`config.mk`:
```
export PLATFORM = sky130hd
export DESIGN_NAME = pic_top
export DESIGN_NICKNAME = d
export VERILOG_FILES = /design/src/source/pic_pkg.sv /design/src/source/pic_top.sv /design/src/source/pic_control.sv /design/src/source/pic_in_service.sv /design/src/source/pic_priority.sv /design/src/source/pic_request_reg.sv /design/src/source/pic_bus_ctrl.sv
export SDC_FILE = /design/constraint.sdc
export NUM_CORES = 1
export LEC_CHECK = 0
export BUFFER_PORTS_ARGS = -buffer_cell sky130_fd_sc_hd__buf_4
export CAP_MARGIN = 10
export CORE_MARGIN = 2
export CORE_UTILIZATION = 45
export CTS_CLUSTER_DIAMETER = 80
export DETAILED_ROUTE_END_ITERATION = 8
export GPL_ROUTABILITY_DRIVEN = 1
export GPL_TIMING_DRIVEN = 0
export PLACE_DENSITY = 0.73
export SETUP_SLACK_MARGIN = 0.2
export SYNTH_ARGS = -nofsm -noshare
export SYNTH_HDL_FRONTEND = slang
export SYNTH_HIERARCHICAL = 1
export SYNTH_SLANG_ARGS = --single-unit
```
`constraint.sdc`:
```
create_clock -name clk -period 6.4 [get_ports clk]
set_clock_uncertainty 0.05 [all_clocks]
set_input_delay 1.6 -clock clk [delete_from_list [all_inputs] [get_ports clk]]
set_output_delay 1.6 -clock clk [all_outputs]
set_load 0.1 [all_outputs]
```
`src/source/pic_pkg.sv`:
```
`default_nettype none

package pic_pkg;

    ////////////////////////////////////////////////////////////////////////////
    // Basic data types
    ////////////////////////////////////////////////////////////////////////////

    typedef logic [7:0] byte_t;
    typedef logic [2:0] level_t;

    ////////////////////////////////////////////////////////////////////////////
    // State and command encodings
    ////////////////////////////////////////////////////////////////////////////

    // Initialization word sequence
    typedef enum logic [1:0] {
        wait_icw1,
        wait_icw2,
        wait_icw4,
        ready
    } init_state_t;

    // Two-pulse INTA handshake
    typedef enum logic [1:0] {
        ack_idle,
        ack_first,
        ack_second
    } ack_state_t;

    // OCW2 bits 7..5, all other codes ignored
    typedef enum logic [2:0] {
        cmd_nonspec_eoi  = 3'b001,
        cmd_spec_eoi     = 3'b011,
        cmd_set_priority = 3'b110
    } ocw2_cmd_t;

    // Status register returned on an a0 = 0 read
    typedef enum logic {
        sel_irr,
        sel_isr
    } read_sel_t;

    ////////////////////////////////////////////////////////////////////////////
    // Bit positions in the command words
    ////////////////////////////////////////////////////////////////////////////

    localparam int ICW1_IC4  = 0;
    localparam int ICW1_LTIM = 3;
    localparam int ICW1_ID   = 4;

    localparam int ICW4_AEOI = 1;

    // OCW3 is told apart from OCW2 by bit 3
    localparam int OCW3_ID   = 3;
    localparam int OCW3_RR   = 1;

endpackage

`default_nettype wire
```
`src/source/pic_top.sv`:
```
`timescale 1ns/100ps
`default_nettype none

module pic_top (
    input  logic           clk,
    input  logic           rst,
    input  logic           cs_n,
    input  logic           rd_n,
    input  logic           wr_n,
    input  logic           a0,
    input  pic_pkg::byte_t din,
    input  pic_pkg::byte_t ir,
    input  logic           inta_n,
    output pic_pkg::byte_t dout,
    output logic           int_req
);

    // CPU bus side
    logic            wr_stb;
    logic            wr_a0;
    logic            rd_active;
    logic            rd_a0;
    pic_pkg::byte_t  wr_data;
    pic_pkg::byte_t  status_byte;
    pic_pkg::byte_t  vector_byte;
    logic            vector_valid;

    // Core registers and priority
    pic_pkg::byte_t  irr;
    pic_pkg::byte_t  isr;
    pic_pkg::byte_t  imr;
    logic            req_valid;
    pic_pkg::level_t winner;
    logic            level_mode;
    logic            ack_latch;
    logic            eoi_nonspec;
    logic            eoi_spec;
    logic            aeoi_clear;
    pic_pkg::level_t ack_level;
    pic_pkg::level_t eoi_level;
    pic_pkg::level_t lowest_level;

    pic_bus_ctrl u_pic_bus_ctrl (
        .clk          (clk),
        .rst          (rst),
        .cs_n         (cs_n),
        .rd_n         (rd_n),
        .wr_n         (wr_n),
        .a0           (a0),
        .din          (din),
        .status_byte  (status_byte),
        .vector_valid (vector_valid),
        .vector_byte  (vector_byte),
        .wr_stb       (wr_stb),
        .wr_a0        (wr_a0),
        .rd_active    (rd_active),
        .rd_a0        (rd_a0),
        .wr_data      (wr_data),
        .dout         (dout)
    );

    pic_request_reg u_pic_request_reg (
        .clk        (clk),
        .rst        (rst),
        .ir         (ir),
        .level_mode (level_mode),
        .ack_latch  (ack_latch),
        .ack_level  (ack_level),
        .irr        (irr)
    );

    pic_priority u_pic_priority (
        .irr          (irr),
        .isr          (isr),
        .imr          (imr),
        .lowest_level (lowest_level),
        .req_valid    (req_valid),
        .winner       (winner)
    );

    pic_in_service u_pic_in_service (
        .clk          (clk),
        .rst          (rst),
        .ack_latch    (ack_latch),
        .eoi_nonspec  (eoi_nonspec),
        .eoi_spec     (eoi_spec),
        .aeoi_clear   (aeoi_clear),
        .ack_level    (ack_level),
        .eoi_level    (eoi_level),
        .lowest_level (lowest_level),
        .isr          (isr)
    );

    pic_control u_pic_control (
        .clk          (clk),
        .rst          (rst),
        .wr_stb       (wr_stb),
        .wr_a0        (wr_a0),
        .rd_a0        (rd_a0 & rd_active),
        .wr_data      (wr_data),
        .inta_n       (inta_n),
        .irr          (irr),
        .isr          (isr),
        .req_valid    (req_valid),
        .winner       (winner),
        .level_mode   (level_mode),
        .ack_latch    (ack_latch),
        .eoi_nonspec  (eoi_nonspec),
        .eoi_spec     (eoi_spec),
        .aeoi_clear   (aeoi_clear),
        .vector_valid (vector_valid),
        .int_req      (int_req),
        .ack_level    (ack_level),
        .eoi_level    (eoi_level),
        .lowest_level (lowest_level),
        .imr          (imr),
        .status_byte  (status_byte),
        .vector_byte  (vector_byte)
    );

endmodule

`default_nettype wire

```
`src/source/pic_control.sv`:
```
`timescale 1ns/100ps
`default_nettype none

module pic_control (
    input  logic            clk,
    input  logic            rst,
    input  logic            wr_stb,
    input  logic            wr_a0,
    input  logic            rd_a0,
    input  pic_pkg::byte_t  wr_data,
    input  logic            inta_n,
    input  pic_pkg::byte_t  irr,
    input  pic_pkg::byte_t  isr,
    input  logic            req_valid,
    input  pic_pkg::level_t winner,
    output logic            level_mode,
    output logic            ack_latch,
    output logic            eoi_nonspec,
    output logic            eoi_spec,
    output logic            aeoi_clear,
    output logic            vector_valid,
    output logic            int_req,
    output pic_pkg::level_t ack_level,
    output pic_pkg::level_t eoi_level,
    output pic_pkg::level_t lowest_level,
    output pic_pkg::byte_t  imr,
    output pic_pkg::byte_t  status_byte,
    output pic_pkg::byte_t  vector_byte
);

    pic_pkg::init_state_t init_state;
    pic_pkg::ack_state_t  ack_state;
    pic_pkg::ack_state_t  ack_next;
    pic_pkg::read_sel_t   read_sel;
    pic_pkg::ocw2_cmd_t   ocw2_cmd;
    pic_pkg::level_t      ack_level_q;
    logic [4:0]           vector_base;
    logic                 ic4;
    logic                 aeoi;
    logic                 inta_q;
    logic                 inta_fall;
    logic                 icw1_wr;
    logic                 ocw2_wr;

    ////////////////////////////////////////////////////////////////////////////
    // Command word decode
    ////////////////////////////////////////////////////////////////////////////

    assign icw1_wr  = wr_stb && !wr_a0 && wr_data[pic_pkg::ICW1_ID];
    assign ocw2_wr  = wr_stb && !wr_a0 && (init_state == pic_pkg::ready)
                      && !wr_data[pic_pkg::ICW1_ID] && !wr_data[pic_pkg::OCW3_ID];
    assign ocw2_cmd = pic_pkg::ocw2_cmd_t'(wr_data[7:5]);

    assign eoi_nonspec = ocw2_wr && (ocw2_cmd == pic_pkg::cmd_nonspec_eoi);
    assign eoi_spec    = ocw2_wr && (ocw2_cmd == pic_pkg::cmd_spec_eoi);
    assign eoi_level   = wr_data[2:0];

    always_ff @(posedge clk)
    begin
        if (rst)
        begin
            init_state   <= pic_pkg::wait_icw1;
            ic4          <= 1'b0;
            level_mode   <= 1'b0;
            aeoi         <= 1'b0;
            imr          <= '0;
            lowest_level <= 3'd7;
            read_sel     <= pic_pkg::sel_irr;
        end
        else if (icw1_wr)
        begin
            // SNGL is ignored and the device always runs single
            init_state   <= pic_pkg::wait_icw2;
            ic4          <= wr_data[pic_pkg::ICW1_IC4];
            level_mode   <= wr_data[pic_pkg::ICW1_LTIM];
            aeoi         <= 1'b0;
            imr          <= '0;
            lowest_level <= 3'd7;
            read_sel     <= pic_pkg::sel_irr;
        end
        else if (wr_stb)
        begin
            case (init_state)
                pic_pkg::wait_icw2:
                    if (wr_a0)
                        init_state <= ic4 ? pic_pkg::wait_icw4 : pic_pkg::ready;
                pic_pkg::wait_icw4:
                    if (wr_a0)
                    begin
                        aeoi       <= wr_data[pic_pkg::ICW4_AEOI];
                        init_state <= pic_pkg::ready;
                    end
                pic_pkg::ready:
                    if (wr_a0)
                        imr <= wr_data;
                    else if (wr_data[pic_pkg::OCW3_ID])
                    begin
                        // RIS in bit 0 only counts with RR set
                        if (wr_data[pic_pkg::OCW3_RR])
                            read_sel <= pic_pkg::read_sel_t'(wr_data[0]);
                    end
                    else if (ocw2_cmd == pic_pkg::cmd_set_priority)
                        lowest_level <= wr_data[2:0];
                default:
                    ;
            endcase
        end
    end

    always_ff @(posedge clk)
    begin
        if (wr_stb && wr_a0 && (init_state == pic_pkg::wait_icw2))
            vector_base <= wr_data[7:3];
    end

    ////////////////////////////////////////////////////////////////////////////
    // Acknowledge sequencer
    ////////////////////////////////////////////////////////////////////////////

    assign inta_fall = inta_q && !inta_n;

    always_comb
    begin
        ack_next = ack_state;
        case (ack_state)
            pic_pkg::ack_idle:   if (inta_fall) ack_next = pic_pkg::ack_first;
            pic_pkg::ack_first:  if (inta_fall) ack_next = pic_pkg::ack_second;
            pic_pkg::ack_second: if (inta_n) ack_next = pic_pkg::ack_idle;
            default:             ack_next = pic_pkg::ack_idle;
        endcase
    end

    always_ff @(posedge clk)
    begin
        if (rst)
        begin
            ack_state <= pic_pkg::ack_idle;
            inta_q    <= 1'b1;
            int_req   <= 1'b0;
        end
        else
        begin
            ack_state <= ack_next;
            inta_q    <= inta_n;
            int_req   <= req_valid && (ack_next == pic_pkg::ack_idle)
                         && (init_state == pic_pkg::ready);
        end
    end

    always_ff @(posedge clk)
    begin
        if ((ack_state == pic_pkg::ack_idle) && inta_fall)
            ack_level_q <= winner;
    end

    // Live winner while idle and frozen once the first pulse is seen
    assign ack_level    = (ack_state == pic_pkg::ack_idle) ? winner : ack_level_q;
    assign ack_latch    = inta_fall && (ack_state == pic_pkg::ack_idle) && req_valid;
    assign vector_valid = (ack_state == pic_pkg::ack_second) && !inta_n;
    assign aeoi_clear   = aeoi && (ack_state == pic_pkg::ack_second) && inta_n;
    assign vector_byte  = {vector_base, ack_level};

    assign status_byte = rd_a0 ? imr : ((read_sel == pic_pkg::sel_isr) ? isr : irr);

    // Only a raised int_req is ever acknowledged
    ack_answers_int : assert property (@(posedge clk) disable iff (rst)
        ack_latch |-> int_req);

endmodule

`default_nettype wire

```
`src/source/pic_in_service.sv`:
```
`timescale 1ns/100ps
`default_nettype none

module pic_in_service (
    input  logic            clk,
    input  logic            rst,
    input  logic            ack_latch,
    input  logic            eoi_nonspec,
    input  logic            eoi_spec,
    input  logic            aeoi_clear,
    input  pic_pkg::level_t ack_level,
    input  pic_pkg::level_t eoi_level,
    input  pic_pkg::level_t lowest_level,
    output pic_pkg::byte_t  isr
);

    pic_pkg::byte_t  set_mask;
    pic_pkg::byte_t  clr_mask;
    pic_pkg::level_t top_level;
    pic_pkg::level_t scan_level;
    logic            top_found;

    // Highest-priority level currently in service
    always_comb
    begin
        top_found  = 1'b0;
        top_level  = '0;
        scan_level = '0;
        for (int k = 0; k < 8; k++)
        begin
            scan_level = lowest_level + pic_pkg::level_t'(k + 1);
            if (!top_found && isr[scan_level])
            begin
                top_found = 1'b1;
                top_level = scan_level;
            end
        end
    end

    assign set_mask = ack_latch ? (pic_pkg::byte_t'(1) << ack_level) : '0;

    always_comb
    begin
        clr_mask = '0;
        if (eoi_spec)
            clr_mask = clr_mask | (pic_pkg::byte_t'(1) << eoi_level);
        if (eoi_nonspec && top_found)
            clr_mask = clr_mask | (pic_pkg::byte_t'(1) << top_level);
        if (aeoi_clear)
            clr_mask = clr_mask | (pic_pkg::byte_t'(1) << ack_level);
    end

    always_ff @(posedge clk)
    begin
        if (rst)
            isr <= '0;
        else
            isr <= (isr | set_mask) & ~clr_mask;
    end

    // Priority logic must never pick a level that is already in service
    ack_not_in_service : assert property (@(posedge clk) disable iff (rst)
        ack_latch |-> !isr[ack_level]);

endmodule

`default_nettype wire

```
`src/source/pic_priority.sv`:
```
`timescale 1ns/100ps
`default_nettype none

module pic_priority (
    input  pic_pkg::byte_t  irr,
    input  pic_pkg::byte_t  isr,
    input  pic_pkg::byte_t  imr,
    input  pic_pkg::level_t lowest_level,
    output logic            req_valid,
    output pic_pkg::level_t winner
);

    pic_pkg::byte_t  req_rot;
    pic_pkg::byte_t  isr_rot;
    pic_pkg::level_t first_pos;
    logic            found;
    logic            blocked;

    // Index 0 is the level just after the lowest-priority one
    always_comb
    begin
        for (int j = 0; j < 8; j++)
        begin
            req_rot[j] = irr[lowest_level + pic_pkg::level_t'(j + 1)]
                         & ~imr[lowest_level + pic_pkg::level_t'(j + 1)];
            isr_rot[j] = isr[lowest_level + pic_pkg::level_t'(j + 1)];
        end
    end

    // Scan in priority order, stop at the first in-service or request bit
    always_comb
    begin
        found     = 1'b0;
        blocked   = 1'b0;
        first_pos = '0;
        for (int j = 0; j < 8; j++)
        begin
            if (!found && !blocked)
            begin
                if (isr_rot[j])
                    blocked = 1'b1;
                else if (req_rot[j])
                begin
                    found     = 1'b1;
                    first_pos = pic_pkg::level_t'(j);
                end
            end
        end
    end

    assign req_valid = found;
    assign winner    = lowest_level + first_pos + pic_pkg::level_t'(1);

endmodule

`default_nettype wire

```
`src/source/pic_request_reg.sv`:
```
`timescale 1ns/100ps
`default_nettype none

module pic_request_reg (
    input  logic            clk,
    input  logic            rst,
    input  pic_pkg::byte_t  ir,
    input  logic            level_mode,
    input  logic            ack_latch,
    input  pic_pkg::level_t ack_level,
    output pic_pkg::byte_t  irr
);

    pic_pkg::byte_t ir_q;
    pic_pkg::byte_t ir_rise;
    pic_pkg::byte_t ack_clr;

    assign ir_rise = ir & ~ir_q;
    assign ack_clr = ack_latch ? (pic_pkg::byte_t'(1) << ack_level) : '0;

    always_ff @(posedge clk)
    begin
        if (rst)
        begin
            ir_q <= '0;
            irr  <= '0;
        end
        else
        begin
            ir_q <= ir;
            if (level_mode)
                irr <= ir;
            else
                // Edge request held until acknowledged, a fresh edge wins
                irr <= (irr & ~ack_clr) | ir_rise;
        end
    end

endmodule

`default_nettype wire

```
`src/source/pic_bus_ctrl.sv`:
```
`timescale 1ns/100ps
`default_nettype none

module pic_bus_ctrl (
    input  logic           clk,
    input  logic           rst,
    input  logic           cs_n,
    input  logic           rd_n,
    input  logic           wr_n,
    input  logic           a0,
    input  pic_pkg::byte_t din,
    input  pic_pkg::byte_t status_byte,
    input  logic           vector_valid,
    input  pic_pkg::byte_t vector_byte,
    output logic           wr_stb,
    output logic           wr_a0,
    output logic           rd_active,
    output logic           rd_a0,
    output pic_pkg::byte_t wr_data,
    output pic_pkg::byte_t dout
);

    logic wr_n_q;
    logic rd_q;

    // One pulse per falling wr_n while selected
    assign wr_stb  = ~cs_n & ~wr_n & wr_n_q;
    assign wr_a0   = a0;
    assign wr_data = din;

    assign rd_active = ~cs_n & ~rd_n;
    assign rd_a0     = a0;

    always_ff @(posedge clk)
    begin
        if (rst)
        begin
            wr_n_q <= 1'b1;
            rd_q   <= 1'b0;
        end
        else
        begin
            wr_n_q <= wr_n;
            rd_q   <= rd_active;
        end
    end

    // Vector wins over status and the bus idles at zero
    always_ff @(posedge clk)
    begin
        if (rst)
            dout <= '0;
        else if (vector_valid)
            dout <= vector_byte;
        else if (rd_active && rd_q)
            dout <= status_byte;
        else
            dout <= '0;
    end

    // The CPU never drives both strobes while selected
    rd_wr_exclusive : assert property (@(posedge clk) disable iff (rst)
        !(rd_active && !wr_n));

endmodule

`default_nettype wire

```
Yosys cells after proc, flatten, opt, wreduce, memory -nomap -nowiden. Index checks and enable logic that the tools add are counted.

Add/sub/neg operators: 9. Order comparisons: 8. Equality and inequality tests: 12. Shift-type cells: 3. Muxes and demuxes: 140. Bitwise operators: 35. Reduce and logical (&&, ||, !) cells: 69.

Operators by type and width (number): 2-to-1 mux 3 bit (29); binary-select mux 1 bit (select 3 bit) (24); 2-to-1 mux 8 bit (9); 2-to-1 mux 1 bit (71); logical AND 1 bit (33); < comparator 3 x 4 -> 1 bit, second input constant (8); OR 8 bit (4); bitwise AND 8 bit (3); zero test 1 bit (24); NOT 8 bit (3); left shift 1 x 3 -> 8 bit, first input constant (3); NOT 1 bit (13); adder 3 bit, second input constant (4); bitwise AND 1 bit (12); 2-to-1 mux 2 bit (5); AND reduction 5 bit (2); AND reduction 4 bit (2); adder 3 x 1 -> 3 bit, second input constant (2); adder 3 x 2 -> 3 bit, second input constant (2); equality test 2 bit, second input constant (3); != test 3 x 2 -> 1 bit, second input constant (2); one-hot mux 2 bit (3 select lines) (1); AND reduction 3 bit (2); equality test 2 x 1 -> 1 bit, second input constant (2); 10 further kinds (13).

Register bits after elaboration: 63. Output and inout port bits: 9.

Logic depth before layout (Yosys ltp).
Word-level depth: 37. Depth in mapped cells: 21.

Hierarchy. The synthesis kept the hierarchy.

By module, submodules not included: pic_in_service (instances 1, cells each 175, area an instance 1672.9 um^2, sequential area each 160.2 um^2); pic_control (instances 1, cells each 151, area an instance 1417.6 um^2, sequential area each 660.6 um^2); pic_priority (instances 1, cells each 101, area an instance 989.7 um^2, sequential area each 0.0 um^2); pic_request_reg (instances 1, cells each 49, area an instance 580.6 um^2, sequential area each 320.3 um^2); pic_bus_ctrl (instances 1, cells each 36, area an instance 409.1 um^2, sequential area each 200.2 um^2); pic_top (instances 1, cells each 1, area an instance 6.3 um^2, sequential area each 0.0 um^2).

Worst setup path before layout. No wires, ideal clock.

Path kind: register to register. From: register u_pic_control.lowest_level[1]. To: register u_pic_in_service.isr[3]. Setup time: 0.103 ns. Arrival: 4.668 ns. Required time: 6.247 ns. Slack: 1.579 ns. Cell stages (with the launch flop): 21. Buffers on the path: 3. Period minus slack after synthesis: 4.821 ns. Path through: dfxtp_1 > buf_2 > clkinv_1 > ha_1 > clkbuf_1 > mux4_2 > nor3_1 > a21oi_1 > a21oi_1 > nand4_1 > nor3_1 > a21oi_1 > ha_1 > fa_1 > xnor2_1 > xnor2_1 > mux2_2 > clkbuf_1 > nor2b_1 > a31oi_1 > a2111oi_2.

Word-level cells in the longest chain between the ends: 36. Elaborated cells on any way between the ends: 192. Classes of those cells: 9 x add/sub; 2 x shift; 124 x mux; 21 x bitwise; 36 x reduce/logical.

Ends and longest elaborated chain: start, declared (line pic_control.sv:25) `output pic_pkg::level_t lowest_level,`; start signal, assigned (line pic_control.sv:103) `lowest_level <= wr_data[2:0];`; adder 3 x 1 -> 3 bit (line pic_priority.sv:24, pic_priority.sv:25, pic_priority.sv:26); binary-select mux 1 bit (select 3 bit) (line pic_priority.sv:25) `& ~imr[lowest_level + pic_pkg::level_t'(j + 1)];`; 2-to-1 mux 1 bit (implied by the code) (line pic_priority.sv:25); NOT 1 bit (line pic_priority.sv:25); bitwise AND 1 bit (line pic_priority.sv:25); 2-to-1 mux 1 bit (line pic_priority.sv:42) `else if (req_rot[j])`; 2-to-1 mux 1 bit (line pic_priority.sv:40) `if (isr_rot[j])`; zero test 1 bit or 2-to-1 mux 1 bit (tied branches) (line pic_priority.sv:38, pic_priority.sv:42); [22 not listed]; named net winner[2] (line pic_top.sv:33) `pic_pkg::level_t winner;`; 2-to-1 mux 3 bit * (line pic_control.sv:157) `assign ack_level = (ack_state == pic_pkg::ack_idle) ? winner : ack_level_q;`; named net ack_level[2] (line pic_top.sv:39) `pic_pkg::level_t ack_level;`; left shift 1 x 3 -> 8 bit * (line pic_in_service.sv:40, pic_in_service.sv:50); OR 8 bit (line pic_in_service.sv:50) `clr_mask = clr_mask | (pic_pkg::byte_t'(1) << ack_level);`; 2-to-1 mux 8 bit (line pic_in_service.sv:49) `if (aeoi_clear)`; NOT 8 bit (line pic_in_service.sv:58) `isr <= (isr | set_mask) & ~clr_mask;`; bitwise AND 8 bit * (line pic_in_service.sv:58); end signal, assigned (line pic_in_service.sv:58); end, declared (line pic_in_service.sv:14) `output pic_pkg::byte_t isr`.

The timed path passes the listed nets; every way through them passes the cells marked *. The select of a mux whose other input is x is not followed. A chain may end at the register's enable or synchronous reset.

Worst setup path in the final report.
From: register u_pic_control.lowest_level[1]. To: register u_pic_in_service.isr[2].

The elaborated chain is that of the path after synthesis.

==> qor.csv <==
stage;metric;value;unit
outcome;status;completed;
timing;min cycle time layout;5.695;ns
min_path;hold_sp;u_pic_control/vector_base[2]$_DFFE_PP_;
floorplan;Initial Util;46.42;%
yosys;Mapped Cells;513;
clocking;hold buffer count at cts;0;
yosys;Simple-Gate Fraction of Synth Area;22.13;%
layout;antenna cells;0;
setup_path;Reg2Reg Depth;20;
yosys;sequential fraction of the synthesis area;26.42;%
routing;Metal-1 WL;5618;µm
placed_design;placed cells;675;
timing;f_max;175.6;MHz
yosys;synthesis-stage register bit count;63;
routing;drt pass-1 iters;5;
timing;Worst-Margin Slew;0.5823;ns
clocking;number of post-CTS setup repair buffers;0;
timing;Finish-stage setup viols;0;
routing;Routed WL;13070;µm
setup_path;Worst EP required;6.57;ns
clocking;H-tree depth;3;
timing;max-slew violations;0;
clocking;clk sinks;63;
routing;Iter 0 DRT Violations;263;
floorplan;Die Span Y;110.2;µm
clocking;CTS Buffer Depth;2;
yosys;Main synth FF type;dfxtp_1;
min_path;hold path cells;1;
setup_path;CP max stage cell;dfxtp_1;
timing;Final Hold Vio Count;0;
global_route;initial antenna violation count;0;
yosys;Post-synth EDFFs;8;
routing;metal3 WL;722;µm
floorplan;die width;110.2;µm
setup_path;Critical path buffers and inverters;5;
layout;commonest cells after routing, fill and taps aside;dfxtp_1, nand2_1, buf_4;
floorplan;Placement Rows;38;
routing;vias after detailed routing;4324;
timing;RSZ-0062 raised after global routing;no;
clocking;clock-pin slew on the worst setup and hold paths;0.05;ns
setup_path;crit path max fanout;10;
power_and_ir_drop;Lkg Pwr;2.149;nW
setup_path;worst path cell trace;buf_2 > clkinv_1 > ha_1 > clkbuf_1 > mux4_2 > nor3_1 > a21oi_1 > a21oi_1 > nand4_1 > nor3_1 > a21oi_1 > ha_1 > fa_1 > xnor2_1 > xnor2_1 > mux2_2 > clkbuf_1 > inv_1 > a32o_1 > a2111oi_2;
yosys;mux contribution to synthesized area;23.76;%
layout;final core utilization;52.24;%
floorplan;core area;0.01094;mm²
setup_path;Critical Path AT;5.87;ns
job;total of max-cap violations;0;
yosys;post-synthesis cell area;0.005076;mm²
timing;final worst path period share;88.99;%
yosys;post-synthesis adder-cell area fraction;1.627;%
clocking;cts bufs inserted;9;
routing;# DRC;0;
routing;remaining antenna violation count;0;
yosys;yosys warns;6;
layout;fillers;990;
layout;commonest non-fill, non-tap cell in the layout;dfxtp_1;
placed_design;port buffer count;22;
placed_design;GP Congestion;0.8938;
setup_path;Critical Path Sink Type;flip-flop;
global_route;vias in the first global route;4214;
routing;wire length on met2;6388;µm
yosys;syn_nets;542;
setup_path;Max stage delay on crit path;0.44;ns
layout;fraction of layout cells with a size suffix above 1;28.13;%
floorplan;io pins;32;
global_route;GR Overflow Total;0;
timing;Total Negative Setup Slacks;0;ns
global_route;first-pass GRT wire length;21470;µm
setup_path;R2R Path Start;u_pic_control/lowest_level[1]$_SDFFE_PP1P_;
floorplan;die area;0.01215;mm²
yosys;post-synthesis compound-gate area fraction;16.81;%
yosys;ys async rst share;0;%
global_route;gr usage total;22.72;%
min_path;worst min path class;reg -> reg;
setup_path;Top delay family on crit path;buffers and inverters;
setup_path;CP most frequent cell;a21oi_1;
yosys;Mean Syn Cell Area;9.895;µm²
setup_path;startpoint types;flip-flop;
yosys;largest family of logic cells by synthesized area;multiplexers;
placed_design;post-DP HPWL;9676;µm
global_route;largest net degree at the start of global routing;29;
yosys;Unique masters post-synth;86;
routing;Max Used Layer;met4;
clocking;Clk Tree Root Cell;clkbuf_16;
yosys;xor and xnor fraction of the mapped netlist area;2.046;%
power_and_ir_drop;PwrDens;214.2;mW/mm²
power_and_ir_drop;Peak VDD IR;0.1964;mV
routing;vias per cell;6.258;
layout;fin cells;691;
setup_path;WS Path Type;reg -> reg;
layout;Area Growth Syn to Fin;12.55;%
setup_path;Stages on worst setup path;20;
clocking;Clk Latency, worst-skew pair;0.33;ns
routing;routed length per instance;18.91;µm
clocking;cts repair resizes;0;
setup_path;CP Launch Point;u_pic_control/lowest_level[1]$_SDFFE_PP1P_;
clocking;CTS tree;yes;
timing;Max-slew headroom;61.05;%
layout;Final #Nets;575;
[flip-flops by register name, summed over array words and instances, names as in the netlist, 2 cells and up]
name                        count
u_pic_bus_ctrl/dout             8
u_pic_control/ack_level_q       3
u_pic_control/ack_state         2
u_pic_control/imr               8
u_pic_control/init_state        2
u_pic_control/lowest_level      3
u_pic_control/vector_base       5
u_pic_in_service/isr            8
u_pic_request_reg/ir_q          8
u_pic_request_reg/irr           8
[Yosys cell counts, types with 12 or more instances]
cell type	n	area share [%]
nor2_1	18	1.3
o21ai_0	20	2.0
nand3_1	12	1.2
nand2_1	53	3.9
a21oi_1	24	2.4
nand2b_1	19	2.3
mux4_2	28	12
dfxtp_1	55	22
mux2_2	13	2.9
buf_4	21	3.1
nor2b_1	23	2.8
mux2i_1	30	5.9
a32o_1	18	3.5
inv_1	12	0.89
[report_power, final]
group	leakage [nW]	internal, mW	switching (mW)	total [mW]
combinational	1.49	0.132	0.173	0.304
clock	0.139	0.301	0.174	0.475
sequential	0.523	0.420	0.0246	0.445
total	2.15	0.852	0.371	1.22
[logic make-up (layout without fill, tap and decap cells)]
family | count (synthesis) | after routing
XOR/XNOR | 11 | 11
adder cells (fa/ha/maj) | 6 | 6
AND/OR/NAND/NOR | 188 | 188
flip-flops | 63 | 63
AO/OA/AOI/OAI | 109 | 109
buffers and inverters | 56 | 94
multiplexers | 80 | 80
[metal layers]
| layer | vias up | global-route usage, % |
|---|---|---|
| met3 | 30 | 3.116 |
| li1 | 2020 | - |
| met1 | 2102 | 30.20 |
| met4 | 0 | 9.196 |
| met5 | - | 0 |
| met2 | 172 | 37.34 |
[area by class of cell]
| cell class | instances | area (µm²) | share of cell area (%) |
|---|---|---|---|
| Timing Repair Buffer | 22 | 165.2 | 2.891 |
| Clock inverter | 7 | 71.32 | 1.248 |
| Inverter | 14 | 52.55 | 0.9198 |
| Tap cell | 140 | 175.2 | 3.066 |
| Buffer | 42 | 312.8 | 5.475 |
| Multi-Input combinational cell | 394 | 3369 | 58.98 |
| Sequential cell | 63 | 1341 | 23.48 |
| Clock buffer | 9 | 225.2 | 3.942 |
[stage by stage]
stage	hold slack, ns	total power [mW]	area, µm²	setup WS, ns
2_1_floorplan	0.3824	0.6719	5076	1.579
3_5_place_dp	0.3961	0.7514	5416	0.7551
6_report	0.4170	1.224	5713	0.7049
5_1_grt	0.4390	1.279	5713	0.2275
3_3_place_gp	0.3962	0.7414	5416	0.9316
4_1_cts	0.4172	1.226	5713	0.7406
[worst paths after layout]
path / endpoint / slack (ns)
max: u_pic_in_service/isr[2]$_SDFF_PP0_ / 0.70
min: u_pic_bus_ctrl/dout[5]$_SDFF_PP0_ / 0.42
max reg2reg: u_pic_in_service/isr[2]$_SDFF_PP0_ / 0.70
min reg2reg: u_pic_bus_ctrl/dout[5]$_SDFF_PP0_ / 0.42
No activity file was read; power rests on OpenSTA's default activity.
